File: config.mk
export PLATFORM = sky130hd
export DESIGN_NAME = mmu_idb_mux
export DESIGN_NICKNAME = d
export VERILOG_FILES = /design/src/mmu_pkg.sv /design/src/mmu_idb_mux.sv
export SDC_FILE = /design/constraint.sdc
export NUM_CORES = 1
export LEC_CHECK = 0
export ABC_AREA = 1
export BUFFER_PORTS_ARGS = -buffer_cell sky130_fd_sc_hd__buf_2
export CAP_MARGIN = 20
export CORE_AREA = 2 2 57 59
export CTS_CLUSTER_SIZE = 30
export DETAILED_ROUTE_END_ITERATION = 6
export DIE_AREA = 0 0 59 61
export PLACE_DENSITY = 0.79
export SETUP_SLACK_MARGIN = 0.3
export SKIP_CTS_REPAIR_TIMING = 1
export SYNTH_ARGS = -nofsm -noshare
export SYNTH_HDL_FRONTEND = slang
export SYNTH_SLANG_ARGS = --single-unit
File: constraint.sdc
create_clock -name sysclk -period 1.7 [get_ports sysclk]
set_clock_uncertainty 0.05 [all_clocks]
set_input_delay 0.17 -clock sysclk [delete_from_list [all_inputs] [get_ports sysclk]]
set_output_delay 0.17 -clock sysclk [all_outputs]
set_load 0.1 [all_outputs]
File: src/mmu_pkg.sv
// Shared types for the reduced MMU.
// The cache page number is the low 14 bits of a PPN, so the cache tag
// logic truncates the PPN when it stores or compares a tag.
// All command strobes in mmu_cmd_t are active high and one cycle wide.
`default_nettype none

package mmu_pkg;

  typedef logic [10:0] la_t;      // Logical page number
  typedef logic [10:0] ca_t;      // Cache index
  typedef logic [15:0] ppn_t;     // Physical page number
  typedef logic [13:0] cpn_t;     // Cache page number, PPN[13:0]
  typedef logic [15:0] pt_word_t; // Page-table word

  // One page table entry
  typedef struct packed {
    ppn_t     ppn;
    pt_word_t pt;
  } pt_entry_t;

  // Registered command for one cycle
  typedef struct packed {
    logic        xlate;    // Translate la
    logic        wmap;     // Write page table entry
    logic        cwr;      // Cache tag fill
    logic        cclr;     // Start cache clear
    logic        lcs;      // Load CSR from idb
    logic        rd_pt;    // PT word onto IDB
    logic        rd_ppn;   // PPN onto IDB
    logic        rd_csr;   // CSR onto IDB
    logic        fmiss;    // Forced miss level
    la_t         la;
    ca_t         ca;
    logic [15:0] idb;
    pt_entry_t   wr_entry; // Entry for wmap
  } mmu_cmd_t;

  // Translation result, entry and ca held until next translation
  typedef struct packed {
    logic      valid;      // One cycle per translation
    pt_entry_t entry;
    ca_t       ca;
  } xlate_t;

  // Cache clear sweep
  typedef enum logic {
    CLR_IDLE  = 1'b0,
    CLR_SWEEP = 1'b1
  } clr_state_t;

endpackage

`default_nettype wire

File: src/mmu_idb_mux.sv
// IDB read-back stage of the MMU.
// Read strobes are delayed one stage, the selected sources are ORed and
// registered, so idb_out is valid for one cycle after edge E+2.
// PT and PPN read back the last translation result.
`timescale 1ns/10ps
`default_nettype none

module mmu_idb_mux (
  input  wire                   sysclk,
  input  wire                   arst_n,
  input  wire mmu_pkg::mmu_cmd_t cmd,
  input  wire mmu_pkg::xlate_t   xr,
  input  wire [3:0]             csr_word,
  output logic [15:0]           idb_out
);

  import mmu_pkg::*;

  logic        rd_pt_d;  // Delayed epti
  logic        rd_ppn_d; // Delayed eipl
  logic        rd_csr_d; // Delayed ecsr
  pt_word_t    pt_src;
  ppn_t        ppn_src;
  logic [15:0] csr_src;

  assign pt_src  = rd_pt_d  ? xr.entry.pt  : '0;
  assign ppn_src = rd_ppn_d ? xr.entry.ppn : '0;
  assign csr_src = rd_csr_d ? {12'h000, csr_word} : '0; // Zero extended

  always_ff @(posedge sysclk or negedge arst_n) begin
    if (!arst_n) begin
      rd_pt_d  <= 1'b0;
      rd_ppn_d <= 1'b0;
      rd_csr_d <= 1'b0;
      idb_out  <= '0;
    end else begin
      rd_pt_d  <= cmd.rd_pt;
      rd_ppn_d <= cmd.rd_ppn;
      rd_csr_d <= cmd.rd_csr;
      idb_out  <= pt_src | ppn_src | csr_src; // Wired-OR bus, zero when idle
    end
  end

endmodule

`default_nettype wire

# == Yosys cells after proc, flatten, opt, wreduce, memory -nomap -nowiden ==
# Index checks and enable logic that the tools add are counted.
# totals
ff_bits,19
latch_bits,0
ramBits,0
rom_bits,0
inputBits,129
output_inout_bits,16
word_cells,9
mem_count,0
# op_classes
add_sub_neg,0
n_mul,0
n_div,0
magnitude_cmp,0
eq_ne,0
shifts,0
mux,3
bitwise_logic,2
n_reduce_logical,0
# ops
cell,count
$mux W16,2
$or A16 B16 Y16,1
$or A16 B4 Y16,1
$mux W4,1

# == Longest topological paths before layout ==
# Gate-level depths: netlist of run 1.
# logic_depth
depth_word,3
ltp_mapped,4

# == Worst setup path after synthesis of run 1 ==
# No wires, ideal clock.
# synth_timing
path_type,register to output
startpoint,reg idb_out[0]
endpoint,out idb_out[0]
arrival_time_ps,883
t_required_ps,1480
setup_slack_ps,597
path_stages_with_launch,1
n_path_buf,0
cell_sequence,dfrtp_1
# synth_lines
element,line,text
"start, declared",mmu_idb_mux.sv:14,output logic [15:0] idb_out
"start signal, assigned",mmu_idb_mux.sv:40,idb_out <= pt_src | ppn_src | csr_src;
# No word-level cell between the ends.

# == Worst setup path after layout of run 1 ==
# layout_timing
startpoint,reg idb_out[3]
endpoint,out idb_out[3]
# No word-level cell between the ends.

==> impl_metrics.toml, run 1 <==
[yosys]
post-synth-top-count-cell = "nand2_1"
synth.distinct_cells = 6
synth-edff-count = 0
post_synth_mux_area_share_pct = 0
yosys.area_share.xor_xnor_pct = 0
synth_fp_nets = 204
synth_seq_cells = 19
post_synth_inst_count = 75
synth-simple-area-share_pct = 28.4
async_flop_share_pct = 100
yosys.area_share.adder_pct = 0
synth_top_flop_cell = "dfrtp_1"
yosys_warnings = 0
average_footprint_of_a_synthesized_cell_um2 = 9.86
yosys-top-cells-count = "44 x nand2_1, 19 x dfrtp_1, 4 x nand2_2, 4 x nand3_1, 3 x buf_6"
yosys.area.top_type = "dfrtp_1"
cell_types_with_the_largest_area_share_after_synthesis = "dfrtp_1 64%, nand2_1 22%, buf_6 4.6%"
synth_top_family_by_area = "simple AND/OR/NAND/NOR gates"
synth-compound-area-share_pct = 0
post-synth-top-area-fraction_pct = 64.3
syn_area_um2 = 739
synth_sequential_area_ratio_pct = 64.3

[clock_network]
cts_made_buffers = 3
clock_latency_ns = 0.28
ctsRootBufferMaster = "clkbuf_4"
clock_sink_count = 19
path_clk_slew_ns = 0.10
cts_tree = "yes"
htree_num_levels = 1
cts_max_path_buffers = 2

[job]
drv.max_cap_violation_count = 0

[power_and_ir_drop]
overall_power_of_the_completed_layout_mw = 1.07
cellLeakagePower_nw = 0.629
vdd_ir_drop_max_uv = 487
pwr_density_cell_nw_per_um2 = 988

[place]
post-place-ws_ns = 0.642
hpwl_mm = 1.46
routabilityCongestion = 0.700
io_buffer_count = 56
dp.cells = 160

[floorplanning]
io_pins = 145
fp-row-count = 20
core_area_um2 = 2950
dieWidth_um = 59
design.die.area_um2 = 3600
initial_core_utilization_pct = 25.0
die_h_um = 61

[status]
status = "completed"

[sta]
setup_repair_after_global_routing_missed_its_margin = "false"
slew_limit_fails = 0
max-slew-margin-rel_pct = 61.3
final-hold-violation-count = 0
clock.fmax_ghz = 0.789
finalSetupViolCount = 0
period_minus_slack_ns = 1.27
totalNegativeSetupSlack_ns = 0
slew_at_the_pin_closest_to_its_max_slew_limit_ns = 0.580
min_period_over_period_pct = 74.6
final.setup.worst_slack_ns = 0.432

[routing]
route.detailed.vias_per_inst = 4.18
routedWlPerCell_um = 10.6
met2WireLength_um = 759
vias = 706
antenna_violating_nets_post_route = 0
top_layer_used = "met4"
drtIter0Drc = 29
routedLengthMet1_um = 709
route.met3.wl_um = 306
drc = 0
first_drt_pass_iteration_count = 4
wl_mm = 1.78

[global_routing]
global_route_wire_length_before_repair_mm = 2.59
grt_max_degree = 20
global_route.usage.total_pct = 9.98
grt_pass1_vias = 611
antenna_violations_before_repair = 0
grt_total_ovfl = 0

[critical_path]
critical_path.endpoint_type = "primary output"
rr_startpoint = "rd_pt_d$_DFF_PN0_"
maximum_cell_stage_delay_along_the_critical_path_ns = 0.42
worstSetupStartpointType = "flop"
reg2reg_to = "idb_out[3]$_DFF_PN0_"
critPathTopFamily = "buffers and inverters"
setup.worst_path.class = "reg -> out"
path_buf_inv = 1
worstRegToRegCells = 2
crit_path_top_delay_cell = "buf_2"
worst_ep_required_time_ns = 1.48
worst-r2r-setup-slack_ns = 0.65
critical_path_peak_fanout = 1
cell_breakdown_of_the_critical_path = "buf_2"
worst_ep_arrival_time_ns = 1.05

[hold_path]
hp-class = "in -> reg"
worstHoldPathCells = 3
timing.hold.worst.start = "xr[36]"
sink_of_the_worst_hold_path = "idb_out[9]$_DFF_PN0_"

[layout]
finalNonFillerCells = 169
insertedDiodeCount = 0
final_nets = 266
utilization_pct = 36.7
synthToLayoutAreaGrowth_pct = 46.7
layout.filler_cells = 312
drive_above_1_share_pct = 47.1
state kept, by name, indices dropped and copies added (netlist names):
signal and count:
rd_csr_d 1, rd_ppn_d 1, idb_out 16, rd_pt_d 1
report_power, final:
part	total [mW]	internal (mW)	switching, mW	leakage (nW)
clock network	0.214	0.0873	0.127	0.0177
logic	0.354	0.0755	0.279	0.388
registers	0.504	0.484	0.0198	0.224
total	1.07	0.647	0.425	0.629
through the flow:
step,cell area [um^2],hold WS (ns)
global placement,1010,0.0715
detailed placement,1010,0.0800
global route,1080,0.00508
floorplan,739,-0.176
CTS,1030,-0.247
finish,1080,0.0219
layout by cell type (no fill, tap or decap):
cell type      instances
buf_2                 56
clkbuf_4               3
clkinv_2               1
dfrtp_1               19
dlygate4sd3_1          5
nand2_1               44
nand2_2                4
nand3_1                4
worst max path at each step:
stage	from	endpoint	slack [ns]	cells past startpoint
global placement	rd_pt_d$_DFF_PN0_	idb_out[0]$_DFF_PN0_	0.66	2
CTS	idb_out[3]$_DFF_PN0_	idb_out[3]	0.42	1
finish	idb_out[3]$_DFF_PN0_	idb_out[3]	0.43	1
floorplan	idb_out[0]$_DFF_PN0_	idb_out[0]	0.60	0
detailed placement	rd_pt_d$_DFF_PN0_	idb_out[0]$_DFF_PN0_	0.64	2
global route	idb_out[15]$_DFF_PN0_	idb_out[15]	0.37	1
layout make-up:
type / count / area [um^2] / share of cell area [%]
Clock buffer: 3 / 22.5 / 2.08
Clock inverter: 1 / 5.00 / 0.461
Multi-Input combinational cell: 52 / 210 / 19.4
Sequential cell: 19 / 475 / 43.8
Tap cell: 33 / 41.3 / 3.81
Timing Repair Buffer: 61 / 330 / 30.4
routing by layer:
metal	vias up	GRT usage, %
met5	-	0
met4	0	1.95
met3	2	8.32
met2	51	14.8
met1	306	11.2
li1	347	-
logic make-up after synthesis:
logic type | count (synthesis)
flip-flops | 19
AND/OR/NAND/NOR | 52
buffers and inverters | 4
worst register-to-register path, cell delays in order, from the launching register on:
cell     delay [ns]
dfrtp_1        0.72
nand2_1        0.12
nand3_1        0.11
Power figures use the tool's default switching activity.
==> inputs of run 2 (changes only) <==
CORE_AREA = 2 2 58 60   (was 2 2 57 59)
DIE_AREA = 0 0 60 62   (was 0 0 59 61)
PLACE_DENSITY = 0.76   (was 0.79)
clock period = 1.3 ns   (was 1.7 ns; I/O delays follow)
==> impl_metrics.toml, run 2 (synthesis results as in run 1) <==
[sta]
totalNegativeSetupSlack_ns = 0
period_minus_slack_ns = 1.08
min_period_over_period_pct = 83.2
finalSetupViolCount = 0
clock.fmax_ghz = 0.924
slew_limit_fails = 0
slew_at_the_pin_closest_to_its_max_slew_limit_ns = 0.418
setup_repair_after_global_routing_missed_its_margin = "true"
final-hold-violation-count = 0
max-slew-margin-rel_pct = 72.1
final.setup.worst_slack_ns = 0.218

[global_routing]
grt_pass1_vias = 502
grt_total_ovfl = 0
global_route_wire_length_before_repair_mm = 2.11
global_route.usage.total_pct = 8.25
antenna_violations_before_repair = 0
grt_max_degree = 20

[floorplanning]
die_h_um = 62
fp-row-count = 21
io_pins = 145
core_area_um2 = 3180
initial_core_utilization_pct = 23.3
design.die.area_um2 = 3720
dieWidth_um = 60

[critical_path]
crit_path_top_delay_cell = "dfrtp_2"
critPathTopFamily = "flip-flops"
worst_ep_arrival_time_ns = 0.90
cell_breakdown_of_the_critical_path = "buf_6"
setup.worst_path.class = "reg -> out"
maximum_cell_stage_delay_along_the_critical_path_ns = 0.42
critical_path.endpoint_type = "primary output"
critical_path_peak_fanout = 1
worstSetupStartpointType = "flop"
path_buf_inv = 1
worst_ep_required_time_ns = 1.12

[routing]
antenna_violating_nets_post_route = 0
vias = 814
first_drt_pass_iteration_count = 3
route.detailed.vias_per_inst = 3.91
routedWlPerCell_um = 11.9
drtIter0Drc = 19
drc = 0
wl_mm = 2.48

[clock_network]
cts_max_path_buffers = 2
cts_tree = "yes"
htree_num_levels = 1
path_clk_slew_ns = 0.12
cts_made_buffers = 3
ctsRootBufferMaster = "clkbuf_4"
clock_sink_count = 19
clock_latency_ns = 0.28

[layout]
drive_above_1_share_pct = 50.6
area_of_combinational_cells_with_multiple_inputs_um2 = 210
largest_reg_flops = 16
synthToLayoutAreaGrowth_pct = 104
most-common-layout-cells = "44 x nand2_1, 40 x buf_2, 31 x dlygate4sd3_1, 18 x dfrtp_2, 9 x buf_6"
final-seq-area_um2 = 498
registers.top_by_ff_count = "idb_out"
final_nets = 292
layout.filler_cells = 280
insertedDiodeCount = 0
layout_commonest_cell = "nand2_1"

[power_and_ir_drop]
pwr_density_cell_nw_per_um2 = 1040
vdd_ir_drop_max_uv = 389
cellLeakagePower_nw = 0.761

[job]
drv.max_cap_violation_count = 0

[place]
io_buffer_count = 56
routabilityCongestion = 0.585
post-place-ws_ns = 0.201

[status]
status = "completed"

[hold_path]
hp-class = "in -> reg"
-- run 2: cell types whose count changed in the layout (fill, tap and decap cells not counted), sizes merged --
| cell | delta |
|---|---|
| dlygate4sd3 | +26 |
-- run 2: report_power, final --
group | internal (mW) | switching [mW] | total [mW] | leakage (nW)
Combinational | 0.213 | 0.381 | 0.594 | 0.538
Clock | 0.114 | 0.185 | 0.299 | 0.0177
Sequential | 0.641 | 0.0408 | 0.682 | 0.205
-- run 2: area by class of cell --
cell class	count	area share, %
timing repair buffer	87	47.5
sequential	19	33.0
multi-input combinational	52	13.9
tap	46	3.81
clock buffer	3	1.49
clock inverter	1	0.331
-- run 2: path summary, 6_finish.rpt --
kind | start | end | slack, ns | cells past startpoint
max | idb_out[7]$_DFF_PN0_ | idb_out[7] | 0.22 | 1
max in group asynchronous | arst_n | idb_out[15]$_DFF_PN0_ | 0.62 | 2
min | xr[13] | idb_out[2]$_DFF_PN0_ | 0.01 | 3
min in group asynchronous | arst_n | idb_out[8]$_DFF_PN0_ | 0.25 | 2
min reg2reg | rd_csr_d$_DFF_PN0_ | idb_out[0]$_DFF_PN0_ | 0.52 | 2
max reg2reg | rd_pt_d$_DFF_PN0_ | idb_out[10]$_DFF_PN0_ | 0.38 | 2
-- run 2: worst reg2reg max path, cell delays in order (launching register included) --
cell,delay [ns]
dfrtp_2,0.60
nand2_1,0.14
nand2_1,0.09
-- run 2: layer usage --
metal / global-route usage [%] / wire length [um] / vias up
met4: 3.81 / 46 / 0
li1: - / - / 401
met3: 3.31 / 135 / 6
met5: 0 / 0 / -
met1: 10.2 / 896 / 366
met2: 12.7 / 1400 / 41
-- run 2: per-stage QoR --
| step | std cells | cell area, um^2 | power [mW] | utilization, % | hold slack [ns] |
|---|---|---|---|---|---|
| after global routing | 208 | 1510 | 1.66 | 47.5 | -0.00176 |
| after floorplan | 75 | 759 | 1.03 | - | -0.216 |
| after detailed placement | 173 | 1040 | 1.13 | 32.8 | 0.0413 |
| after CTS | 177 | 1070 | 1.44 | 33.7 | -0.300 |
| after global placement | 173 | 1040 | 1.13 | 32.8 | 0.0372 |
| final | 208 | 1510 | 1.58 | 47.5 | 0.0121 |
