File: src/mmu_pkg.sv
// Shared types for the reduced MMU.
// The cache page number is the low 14 bits of a PPN, so the cache tag
// logic truncates the PPN when it stores or compares a tag.
// All command strobes in mmu_cmd_t are active high and one cycle wide.
`default_nettype none

package mmu_pkg;

  typedef logic [10:0] la_t;      // Logical page number
  typedef logic [10:0] ca_t;      // Cache index
  typedef logic [15:0] ppn_t;     // Physical page number
  typedef logic [13:0] cpn_t;     // Cache page number, PPN[13:0]
  typedef logic [15:0] pt_word_t; // Page-table word

  // One page table entry
  typedef struct packed {
    ppn_t     ppn;
    pt_word_t pt;
  } pt_entry_t;

  // Registered command for one cycle
  typedef struct packed {
    logic        xlate;    // Translate la
    logic        wmap;     // Write page table entry
    logic        cwr;      // Cache tag fill
    logic        cclr;     // Start cache clear
    logic        lcs;      // Load CSR from idb
    logic        rd_pt;    // PT word onto IDB
    logic        rd_ppn;   // PPN onto IDB
    logic        rd_csr;   // CSR onto IDB
    logic        fmiss;    // Forced miss level
    la_t         la;
    ca_t         ca;
    logic [15:0] idb;
    pt_entry_t   wr_entry; // Entry for wmap
  } mmu_cmd_t;

  // Translation result, entry and ca held until next translation
  typedef struct packed {
    logic      valid;      // One cycle per translation
    pt_entry_t entry;
    ca_t       ca;
  } xlate_t;

  // Cache clear sweep
  typedef enum logic {
    CLR_IDLE  = 1'b0,
    CLR_SWEEP = 1'b1
  } clr_state_t;

endpackage

`default_nettype wire

File: src/mmu_bus_decode.sv
// Input stage of the MMU.
// Strobes are active low and must be one sysclk wide; there is no
// handshake and no back-pressure, so a strobe held low for more cycles
// issues the command again on every cycle.
// Every field is captured on each edge, not only when a strobe is low.
`timescale 1ns/10ps
`default_nettype none

module mmu_bus_decode (
  input  wire                  sysclk,   // System clock
  input  wire                  arst_n,   // Async reset, active low

  input  wire                  xlate_n,  // Translate request
  input  wire                  wmap_n,   // Page table write
  input  wire                  cwr_n,    // Cache tag fill
  input  wire                  cclr_n,   // Cache clear
  input  wire                  lcs_n,    // Load CSR
  input  wire                  epti_n,   // Read PT word
  input  wire                  eipl_n,   // Read PPN
  input  wire                  ecsr_n,   // Read CSR
  input  wire                  fmiss,    // Force miss, level

  input  wire mmu_pkg::la_t     la,
  input  wire mmu_pkg::ca_t     ca,
  input  wire mmu_pkg::ppn_t    ppn_in,
  input  wire mmu_pkg::pt_word_t pt_in,
  input  wire [15:0]           idb_in,

  output mmu_pkg::mmu_cmd_t     cmd
);

  import mmu_pkg::*;

  mmu_cmd_t cmd_d; // Unregistered command

  always_comb begin
    cmd_d.xlate       = ~xlate_n; // Active-high pulses
    cmd_d.wmap        = ~wmap_n;
    cmd_d.cwr         = ~cwr_n;
    cmd_d.cclr        = ~cclr_n;
    cmd_d.lcs         = ~lcs_n;
    cmd_d.rd_pt       = ~epti_n;
    cmd_d.rd_ppn      = ~eipl_n;
    cmd_d.rd_csr      = ~ecsr_n;
    cmd_d.fmiss       = fmiss;
    cmd_d.la          = la;
    cmd_d.ca          = ca;
    cmd_d.idb         = idb_in;
    cmd_d.wr_entry.ppn = ppn_in;
    cmd_d.wr_entry.pt  = pt_in;
  end

  // Single stage, common time base for all blocks
  always_ff @(posedge sysclk or negedge arst_n) begin
    if (!arst_n) begin
      cmd <= '0; // No command pending
    end else begin
      cmd <= cmd_d;
    end
  end

endmodule

`default_nettype wire

File: config.mk
export PLATFORM = sky130hd
export DESIGN_NAME = mmu_bus_decode
export DESIGN_NICKNAME = d
export VERILOG_FILES = /design/src/mmu_pkg.sv /design/src/mmu_bus_decode.sv
export SDC_FILE = /design/constraint.sdc
export NUM_CORES = 1
export LEC_CHECK = 0
export ABC_AREA = 0
export BUFFER_PORTS_ARGS = -buffer_cell sky130_fd_sc_hd__buf_2
export CORE_ASPECT_RATIO = 0.9
export CORE_UTILIZATION = 38
export DETAILED_ROUTE_END_ITERATION = 6
export PLACE_DENSITY_LB_ADDON = 0.2
export SLEW_MARGIN = 5
export SYNTH_ARGS = -nofsm -noshare
export SYNTH_HDL_FRONTEND = slang
export SYNTH_SLANG_ARGS = --single-unit
File: constraint.sdc
create_clock -name sysclk -period 0.8 [get_ports sysclk]
set_input_delay 0.08 -clock sysclk [delete_from_list [all_inputs] [get_ports sysclk]]
set_output_delay 0.08 -clock sysclk [all_outputs]
set_load 0.02 [all_outputs]
### Word-level counts from Yosys, hierarchy flattened

Cells that the tools add are included.

* flip-flop bits (word level): 79
* input bits: 81
* output and inout port bits: 79
* word-level logic and storage cells: 22

* bitwise logic cells: 8

Operator list (count)
* 1-bit NOT: 8

### Depth between registers and ports, before layout

Gate-level depths: netlist (run 1).

* word-level depth: 1
* gate-level depth with buffers: 1
* depth with buffers taken out: 1

### Worst setup path before layout (run 1)

OpenSTA, ideal clock, no wires.

* path kind: register to output
* start point: register cmd[0] in the netlist's numbering
* end point: output cmd[0] in the netlist's numbering
* arrival: 0.416 ns
* required time: 0.720 ns
* slack: 0.304 ns
* stages on the path, launching flop included: 1
* path buffers: 0
* path through: dfrtp_1

RTL lines
* from (decl): line mmu_bus_decode.sv:29 `output mmu_pkg::mmu_cmd_t cmd`
* from (signal assigned): line mmu_bus_decode.sv:58 `cmd <= cmd_d;`

No word-level cell between the ends.

### Worst setup path after layout (run 1)

* start point: register cmd[54] in the netlist's numbering
* end point: output cmd[54] in the netlist's numbering

No word-level cell between the ends.

==> results of run 1 <==
## area by class of cell
| cell class | count | area, um^2 |
|---|---|---|
| well taps | 65 | 81.33 |
| clock inverters | 4 | 52.55 |
| inverters | 8 | 30.03 |
| flip-flops and latches | 79 | 1977 |
| fillers | 196 | 515.5 |
| clock buffers | 12 | 165.2 |
| repair buffers | 241 | 2133 |
## power by group
group	internal (W)	switching (W)
Clock	0.00170	0.00140
Sequential	0.00419	0.000110
Combinational	0.000792	0.000582
## final timing paths
path | slack [ps] | to | from
setup / recovery | -170 | cmd[54] | cmd[54]
min in group sysclk | 380 | cmd[69] | la[10]
hold / removal | 300 | cmd[45] | arst_n
max in group asynchronous | 290 | cmd[31] | arst_n
## cells in the mapped netlist
cell	n	share of area
sky130_fd_sc_hd__dfrtp_1	79	0.99
sky130_fd_sc_hd__inv_1	8	0.015
## metal layers
layer	share of wire	wire, um	global-route usage
met5	0	0	0
met4	0.032	230	0.1235
met3	0.11	796	0.1290
met2	0.50	3618	0.4705
met1	0.35	2525	0.3186
## through the flow
step | worst slack (ps) | total power (W) | instance area [um^2] | util
after floorplan | 304.0 | 0.004603 | 2007 | -
after global placement | 208.5 | 0.005088 | 2927 | 0.5907
after detailed placement | 210.3 | 0.005106 | 2927 | 0.5907
after CTS | -177.3 | 0.008751 | 4439 | 0.8960
after global routing | -198.2 | 0.009106 | 4439 | 0.8960
final | -165.9 | 0.008770 | 4439 | 0.8960
## timing repair
item,CTS,global route
hold endpoints to repair,158,0
hold buffers,80,0
resized for setup,158,0
endpoints found under the setup margin,79,79
## cells by family after synthesis
| kind of cell | count (synthesis) | synth area share |
|---|---|---|
| flops | 79 | 0.9850 |
| buf+inv | 8 | 0.01496 |
==> impl_metrics.json, run 1 <==
{
  "grt_start_max_net_pins": 43,
  "peakVddDrop_mv": 1.369,
  "largest_register_by_flop_count": "cmd",
  "critical-path-top-delay-family": "flip-flops",
  "dp.cells": 313,
  "timing.final.setup_violations": 79,
  "cts_post_setup_buffers_inserted": 0,
  "clock_sink_count": 79,
  "critPathKind": "flip-flop to output pin",
  "setup_total_negative_slack_ps": -10950,
  "layout_top_registers": "cmd x79",
  "critPathCaptureType": "output pin",
  "cp_num_cells": 1,
  "cts_max_path_buffers": 2,
  "multiInputGateArea_um2": 0,
  "crit_path_start_kind": "flip-flop",
  "critical_path.max_stage_delay_ps": 400,
  "synth-warning-count": 0,
  "failing_checks": "negative setup slack",
  "maxCapViolations": 0,
  "cp_data_arrival_time_ps": 890,
  "result_of_the_run": "finished, violations left",
  "syn_inst": 87,
  "finalNonFillerCells": 409,
  "mean_post_synth_cell_area_um2": 23.07,
  "worst_setup_hold_path_clk_slew_ps": 80,
  "routedWlPerCell_um": 17.53,
  "detail_route.first_pass.iterations": 2,
  "maxClockFrequency_mhz": 1035,
  "num-nets-final": 420,
  "clock_tree.root_cell": "sky130_fd_sc_hd__clkbuf_8",
  "grt_usage": 0.2845,
  "floorplan.die_area_um2": 5577,
  "drt-total-wl_mm": 7.170,
  "slew_viol_final": 0,
  "cts_tree": "yes",
  "synthesis.area_um2": 2007,
  "finalCritPeriodShare": 1.207,
  "floorplan.initialDensity": 0.4051,
  "leakage_nw": 2.210,
  "max-slew-margin-rel": 0.8529,
  "viasPerCell": 4.298,
  "timing.hold.ws_ps": 295.5,
  "grt_pass1_wl_mm": 10.97,
  "synth_sequential_area_ratio": 0.9850,
  "cp.buffers_inverters": 1,
  "synthToLayoutAreaGrowth_pct": 121.2,
  "multi_input_gates": 0,
  "crit_fanout": 1,
  "dp_hpwl_mm": 3.212,
  "worstMarginPinSlew_ps": 220.6,
  "largest_register_ff_count": 79,
  "die_w_um": 78.61,
  "rsz0062_at_grt": "yes",
  "hold_path_class": "input pin to async pin",
  "synth.net_count": 168,
  "antenna_violations_before_repair": 0,
  "final_critical_path_setup_slack_ps": -165.9,
  "slowest_stage": "sky130_fd_sc_hd__dfrtp_1",
  "fin_crit_ps": 965.9,
  "rows": 24,
  "finalHoldViolations": 0,
  "final_cell_mix": "80 x sky130_fd_sc_hd__dlygate4sd3_1, 79 x sky130_fd_sc_hd__dfrtp_1, 79 x sky130_fd_sc_hd__buf_2, 79 x sky130_fd_sc_hd__buf_6, 12 x sky130_fd_sc_hd__clkbuf_8",
  "core_area_um2": 4955,
  "postRouteAntennaNets": 0,
  "top_level_ports": 160,
  "synth_cell_type_count": 2,
  "routability_congestion_estimate_from_global_placement": 0.6844,
  "power_density_nw_per_um2": 1975,
  "first_global_vias": 2023,
  "io_buffer_count": 159,
  "final_common_cell": "sky130_fd_sc_hd__dlygate4sd3_1",
  "cp_cell_sequence": "buf_6",
  "die-height_um": 70.95,
  "cts-buffers-inserted": 9,
  "drt-initial-drc-count": 54,
  "number_of_antenna_cells_inserted": 0,
  "remaining_design_rule_violation_count": 0,
  "worst_ep_required_time_ps": 720,
  "via_count": 1758,
  "cts_htree_levels": 3,
  "overflow": 0,
  "drive_above_1_share": 0.5145,
  "post_synthesis_sequential_element_count": 79
}
Power figures use the tool's default switching activity.
==> inputs of run 2 (changes only) <==
--- a/config.mk
+++ b/config.mk
@@ -6,11 +6,13 @@
 export NUM_CORES = 1
 export LEC_CHECK = 0
 export ABC_AREA = 0
+export ABC_CLOCK_PERIOD_IN_PS = 930
 export BUFFER_PORTS_ARGS = -buffer_cell sky130_fd_sc_hd__buf_2
 export CORE_ASPECT_RATIO = 0.9
 export CORE_UTILIZATION = 38
 export DETAILED_ROUTE_END_ITERATION = 6
 export PLACE_DENSITY_LB_ADDON = 0.2
+export SETUP_SLACK_MARGIN = 0.02
 export SLEW_MARGIN = 5
 export SYNTH_ARGS = -nofsm -noshare
 export SYNTH_HDL_FRONTEND = slang
==> constraint.sdc (replaced) <==
create_clock -name sysclk -period 0.93 [get_ports sysclk]
set_input_delay 0.093 -clock sysclk [delete_from_list [all_inputs] [get_ports sysclk]]
set_output_delay 0.093 -clock sysclk [all_outputs]
set_load 0.02 [all_outputs]
==> run 2 against run 1 <==
Compared with the run above: the flow still finishes with violations (negative setup slack); global-route usage is 0.47 points lower; clock-buffer cell count shrank 1; non-clock buffer count did not move; wire length fell by 1.3%; largest cell class unchanged; worst hold slack got worse by 33 ps; first-iteration DRC count is 26% higher; critical path depth did not move; flip-flop and latch count unchanged.
==> impl_metrics.json, run 2 (synthesis gave the netlist of run 1 again) <==
{
  "worst_setup_hold_path_clk_slew_ps": 90,
  "worstMarginPinSlew_ps": 223.8,
  "finalCritPeriodShare": 1.073,
  "dp_hpwl_mm": 3.197,
  "final_cell_mix": "80 x sky130_fd_sc_hd__dlygate4sd3_1, 79 x sky130_fd_sc_hd__dfrtp_1, 79 x sky130_fd_sc_hd__buf_2, 79 x sky130_fd_sc_hd__buf_6, 10 x sky130_fd_sc_hd__clkbuf_8",
  "multiInputGateArea_um2": 0,
  "drt-initial-drc-count": 68,
  "multi_input_gates": 0,
  "cp_data_arrival_time_ps": 900,
  "clock_sink_count": 79,
  "peakVddDrop_mv": 1.335,
  "floorplan.die_area_um2": 5577,
  "antenna_violations_before_repair": 0,
  "post-place-ws_ps": 321.3,
  "largest_register_ff_count": 79,
  "finalCoreUtilization": 0.8922,
  "rows": 24,
  "cts-buffers-inserted": 9,
  "fin_crit_ps": 997.8,
  "via_count": 1709,
  "hold_path_class": "input pin to async pin",
  "top_layer_used": "met4",
  "drt-total-wl_mm": 7.078,
  "met1Wirelength_mm": 2.508,
  "postRouteAntennaNets": 0,
  "drive_above_1_share": 0.5116,
  "cp_cell_sequence": "buf_6",
  "floorplan.initialDensity": 0.4051,
  "critical_path.max_stage_delay_ps": 410,
  "critPathCaptureType": "output pin",
  "viasPerCell": 4.178,
  "met3_length_um": 824,
  "cts_tree": "yes",
  "slowest_stage": "sky130_fd_sc_hd__dfrtp_1",
  "number_of_antenna_cells_inserted": 0,
  "crit_path_start_kind": "flip-flop",
  "critical-path-top-delay-family": "flip-flops",
  "die_w_um": 78.61,
  "rsz0062_at_grt": "yes",
  "detail_route.first_pass.iterations": 4,
  "largest_register_by_flop_count": "cmd",
  "timing.hold.ws_ps": 262.7,
  "routedWlPerCell_um": 17.31,
  "grt_pass1_wl_mm": 10.65,
  "io_buffer_count": 159,
  "final_common_cell": "sky130_fd_sc_hd__dlygate4sd3_1",
  "worst_ep_required_time_ps": 840,
  "first_global_vias": 1980,
  "overflow": 0,
  "failing_checks": "negative setup slack",
  "synthToLayoutAreaGrowth_pct": 120.3,
  "finalHoldViolations": 0,
  "result_of_the_run": "finished, violations left",
  "core_area_um2": 4955,
  "dr_wl_met2_mm": 3.598,
  "cp.buffers_inverters": 1,
  "finalNonFillerCells": 409,
  "final_critical_path_setup_slack_ps": -67.78,
  "leakage_nw": 2.201,
  "maxCapViolations": 0,
  "clock_tree.root_cell": "sky130_fd_sc_hd__clkbuf_8",
  "crit_fanout": 1,
  "cts_htree_levels": 3,
  "cts_max_path_buffers": 2,
  "dp.cells": 313,
  "die-height_um": 70.95,
  "remaining_design_rule_violation_count": 0,
  "power_density_nw_per_um2": 1678,
  "maxClockFrequency_mhz": 1002,
  "layout_top_registers": "cmd x79",
  "grt_usage": 0.2798,
  "top_level_ports": 160,
  "cts_post_setup_buffers_inserted": 0,
  "critPathKind": "flip-flop to output pin",
  "max-slew-margin-rel": 0.8508,
  "routability_congestion_estimate_from_global_placement": 0.6638,
  "timing.final.setup_violations": 79,
  "cp_num_cells": 1,
  "num-nets-final": 420,
  "num-fill-cells": 202,
  "slew_viol_final": 0,
  "grt_start_max_net_pins": 44
}
[run 2: report_power, final]
part | internal, W | switching [W]
sequential | 0.00361 | 0.0000953
combinational | 0.000681 | 0.000495
clock | 0.00131 | 0.00123
total | 0.00560 | 0.00182
[run 2: worst paths after layout]
kind                            from       to  slack [ps]
setup / recovery             cmd[20]  cmd[20]         -70
max in group asynchronous     arst_n  cmd[43]         440
hold / removal                arst_n  cmd[58]         260
min in group sysclk        ppn_in[7]  cmd[23]         370
[run 2: cell type report]
type                  count  area, um^2  share of cell area
Inverter                  8       30.03            0.006793
Sequential cell          79        1977              0.4472
Clock buffer             11       141.4             0.03198
Timing Repair Buffer    241        2133              0.4826
Tap cell                 65       81.33             0.01840
Clock inverter            5       57.56             0.01302
[run 2: what timing repair did]
item | CTS | global route
hold buffers | 80 | 0
resized for setup | 158 | 0
gates cloned | 0 | 0
setup endpoints to repair | 79 | 79
hold endpoints to repair | 158 | 0
[run 2: through the flow]
stage,total power [W],TNS [ps],cell area [um^2]
after floorplan,0.003960,0,2007
after global placement,0.004378,0,2927
after detailed placement,0.004390,0,2927
after CTS,0.007374,-2566,4420
after global routing,0.007696,-5323,4420
final,0.007416,-2450,4420
[run 2: per-layer routing]
metal | GRT usage | up-vias
met1 | 0.2827 | 814
li1 | - | 761
met3 | 0.1574 | 14
met2 | 0.4763 | 120
met4 | 0.1132 | 0
met5 | 0 | -
==> inputs of run 3 (changes only) <==
--- a/config.mk
+++ b/config.mk
@@ -12,6 +12,7 @@
 export CORE_UTILIZATION = 38
 export DETAILED_ROUTE_END_ITERATION = 6
 export PLACE_DENSITY_LB_ADDON = 0.2
+export RECOVER_POWER = 50
 export SETUP_SLACK_MARGIN = 0.02
 export SLEW_MARGIN = 5
 export SYNTH_ARGS = -nofsm -noshare
==> run 3 against run 2 <==
Compared with the run above: the flow still finishes with violations (negative setup slack); critical path depth stayed put; wire length hardly changed; setup slack got worse by 4.0 ps; die area is the same; non-clock buffer count stayed put; fmax down 0.40%; global-route usage is the same; design area is 0.42% lower; combinational power is essentially flat; flip-flop and latch count stayed put; via count increased by 0.53%; sequential share of layout area up 0.19 points.
==> impl_metrics.json, run 3 (synthesis gave the netlist of run 1 again) <==
{
  "postRouteAntennaNets": 0,
  "rsz0062_at_grt": "yes",
  "cts-buffers-inserted": 9,
  "drt-initial-drc-count": 70,
  "largest_register_by_flop_count": "cmd",
  "final_critical_path_setup_slack_ps": -71.81,
  "maxCapViolations": 0,
  "switching_power_w": 0.001818,
  "placed_area_um2": 2927,
  "clockPowerShare": 0.342,
  "result_of_the_run": "finished, violations left",
  "cp_cell_sequence": "buf_6",
  "final_common_cell": "sky130_fd_sc_hd__dlygate4sd3_1",
  "slew_viol_final": 0,
  "number_of_antenna_cells_inserted": 0,
  "top_level_ports": 160,
  "cts_tree": "yes",
  "dp.cells": 313,
  "multiInputGateArea_um2": 0,
  "worst_ep_required_time_ps": 840,
  "critPathCaptureType": "output pin",
  "num-nets-final": 420,
  "grt_usage": 0.2798,
  "multi_input_gates": 0,
  "final_design_area_no_fill_um2": 4402,
  "final_cell_mix": "80 x sky130_fd_sc_hd__dlygate4sd3_1, 79 x sky130_fd_sc_hd__dfrtp_1, 79 x sky130_fd_sc_hd__buf_6",
  "worst_setup_hold_path_clk_slew_ps": 80,
  "failing_checks": "negative setup slack",
  "floorplan.initialDensity": 0.4051,
  "hold_path_class": "input pin to async pin",
  "drt-total-wl_mm": 7.077,
  "routedWlPerCell_um": 17.30,
  "finalHoldViolations": 0,
  "rows": 24,
  "worst_setup_path_startpoint": "cmd[20]",
  "power.sequential.fraction": 0.500,
  "crit_fanout": 1,
  "fin_crit_ps": 1002,
  "die-height_um": 70.95,
  "post-place-ws_ps": 321.3,
  "detail_route.first_pass.iterations": 4,
  "via_count": 1718,
  "cp_num_cells": 1,
  "overflow": 0,
  "power_density_nw_per_um2": 1682,
  "remaining_design_rule_violation_count": 0,
  "cts_max_path_buffers": 2,
  "worstMarginPinSlew_ps": 460.9,
  "grt_start_max_net_pins": 44,
  "clock_tree.root_cell": "sky130_fd_sc_hd__clkbuf_8",
  "layout_top_registers": "cmd x79",
  "finalNonFillerCells": 409,
  "first_global_vias": 1980,
  "finalCritPeriodShare": 1.077,
  "critical_path.max_stage_delay_ps": 410,
  "dp_hpwl_mm": 3.197,
  "maxClockFrequency_mhz": 998.2,
  "grt_pass1_wl_mm": 10.65,
  "core_area_um2": 4955,
  "peakVddDrop_mv": 1.335,
  "internal_power_w": 0.005588,
  "synthToLayoutAreaGrowth_pct": 119.3,
  "critPathKind": "flip-flop to output pin",
  "slowest_stage": "sky130_fd_sc_hd__dfrtp_1",
  "combPwrFrac": 0.158,
  "viasPerCell": 4.200,
  "largest_register_ff_count": 79,
  "crit_path_start_kind": "flip-flop",
  "cp.buffers_inverters": 1,
  "critical-path-top-delay-family": "flip-flops",
  "io_buffer_count": 159,
  "leakage_nw": 2.188,
  "cts_htree_levels": 3,
  "die_w_um": 78.61,
  "timing.final.setup_violations": 79,
  "clock_sink_count": 79,
  "antenna_violations_before_repair": 0,
  "routability_congestion_estimate_from_global_placement": 0.6638,
  "drive_above_1_share": 0.5029,
  "timing.hold.ws_ps": 294.1,
  "cp_data_arrival_time_ps": 910,
  "floorplan.die_area_um2": 5577,
  "worst_setup_path_endpoint": "cmd[20]",
  "max-slew-margin-rel": 0.6927,
  "swShare": 0.2454,
  "setup_total_negative_slack_ps": -2425
}
-- run 3: cell type report --
cell class | instances | area (um^2)
Timing Repair Buffer | 241 | 2115
Sequential cell | 79 | 1977
Fill cell | 206 | 553.0
Clock buffer | 11 | 141.4
Tap cell | 65 | 81.33
Clock inverter | 5 | 57.56
Inverter | 8 | 30.03
-- run 3: routing by layer --
layer / vias up / share of wire / track usage / routed length, um
li1: 761 / - / - / -
met2: 118 / 0.51 / 0.4763 / 3635
met1: 825 / 0.35 / 0.2827 / 2467
met5: - / 0 / 0 / 0
met4: 0 / 0.021 / 0.1132 / 146
met3: 14 / 0.12 / 0.1574 / 827
-- run 3: worst min path at each step --
stage / end / slack [ps] / cells after the start
finish: cmd[2] / 290 / 3
global route: cmd[57] / 310 / 3
CTS: cmd[6] / 280 / 3
detailed placement: cmd[49] / 90 / 2
global placement: cmd[28] / 90 / 2
floorplan: cmd[0] / -200 / 0
-- run 3: timing repair --
item                       CTS  global route
buffers inserted             0             0
cloned                       0             0
setup endpoints to repair   79            79
gates resized for setup    158             0
pin swaps                    0             0
hold endpoints to repair   158             0
hold buffers                80             0
-- run 3: power by group through the flow --
stage / Combinational (W) / Clock [W] / Sequential (W)
floorplan: 0.00000557 / 0 / 0.00395
global placement: 0.000671 / 0 / 0.00371
detailed placement: 0.000677 / 0 / 0.00371
CTS: 0.00114 / 0.00254 / 0.00369
global route: 0.00123 / 0.00274 / 0.00372
finish: 0.00117 / 0.00254 / 0.00370
-- run 3: metrics by stage --
step / util / power [W]
2_1_floorplan: - / 0.003960
3_3_place_gp: 0.5907 / 0.004378
3_5_place_dp: 0.5907 / 0.004390
4_1_cts: 0.8922 / 0.007374
5_1_grt: 0.8884 / 0.007685
6_report: 0.8884 / 0.007406
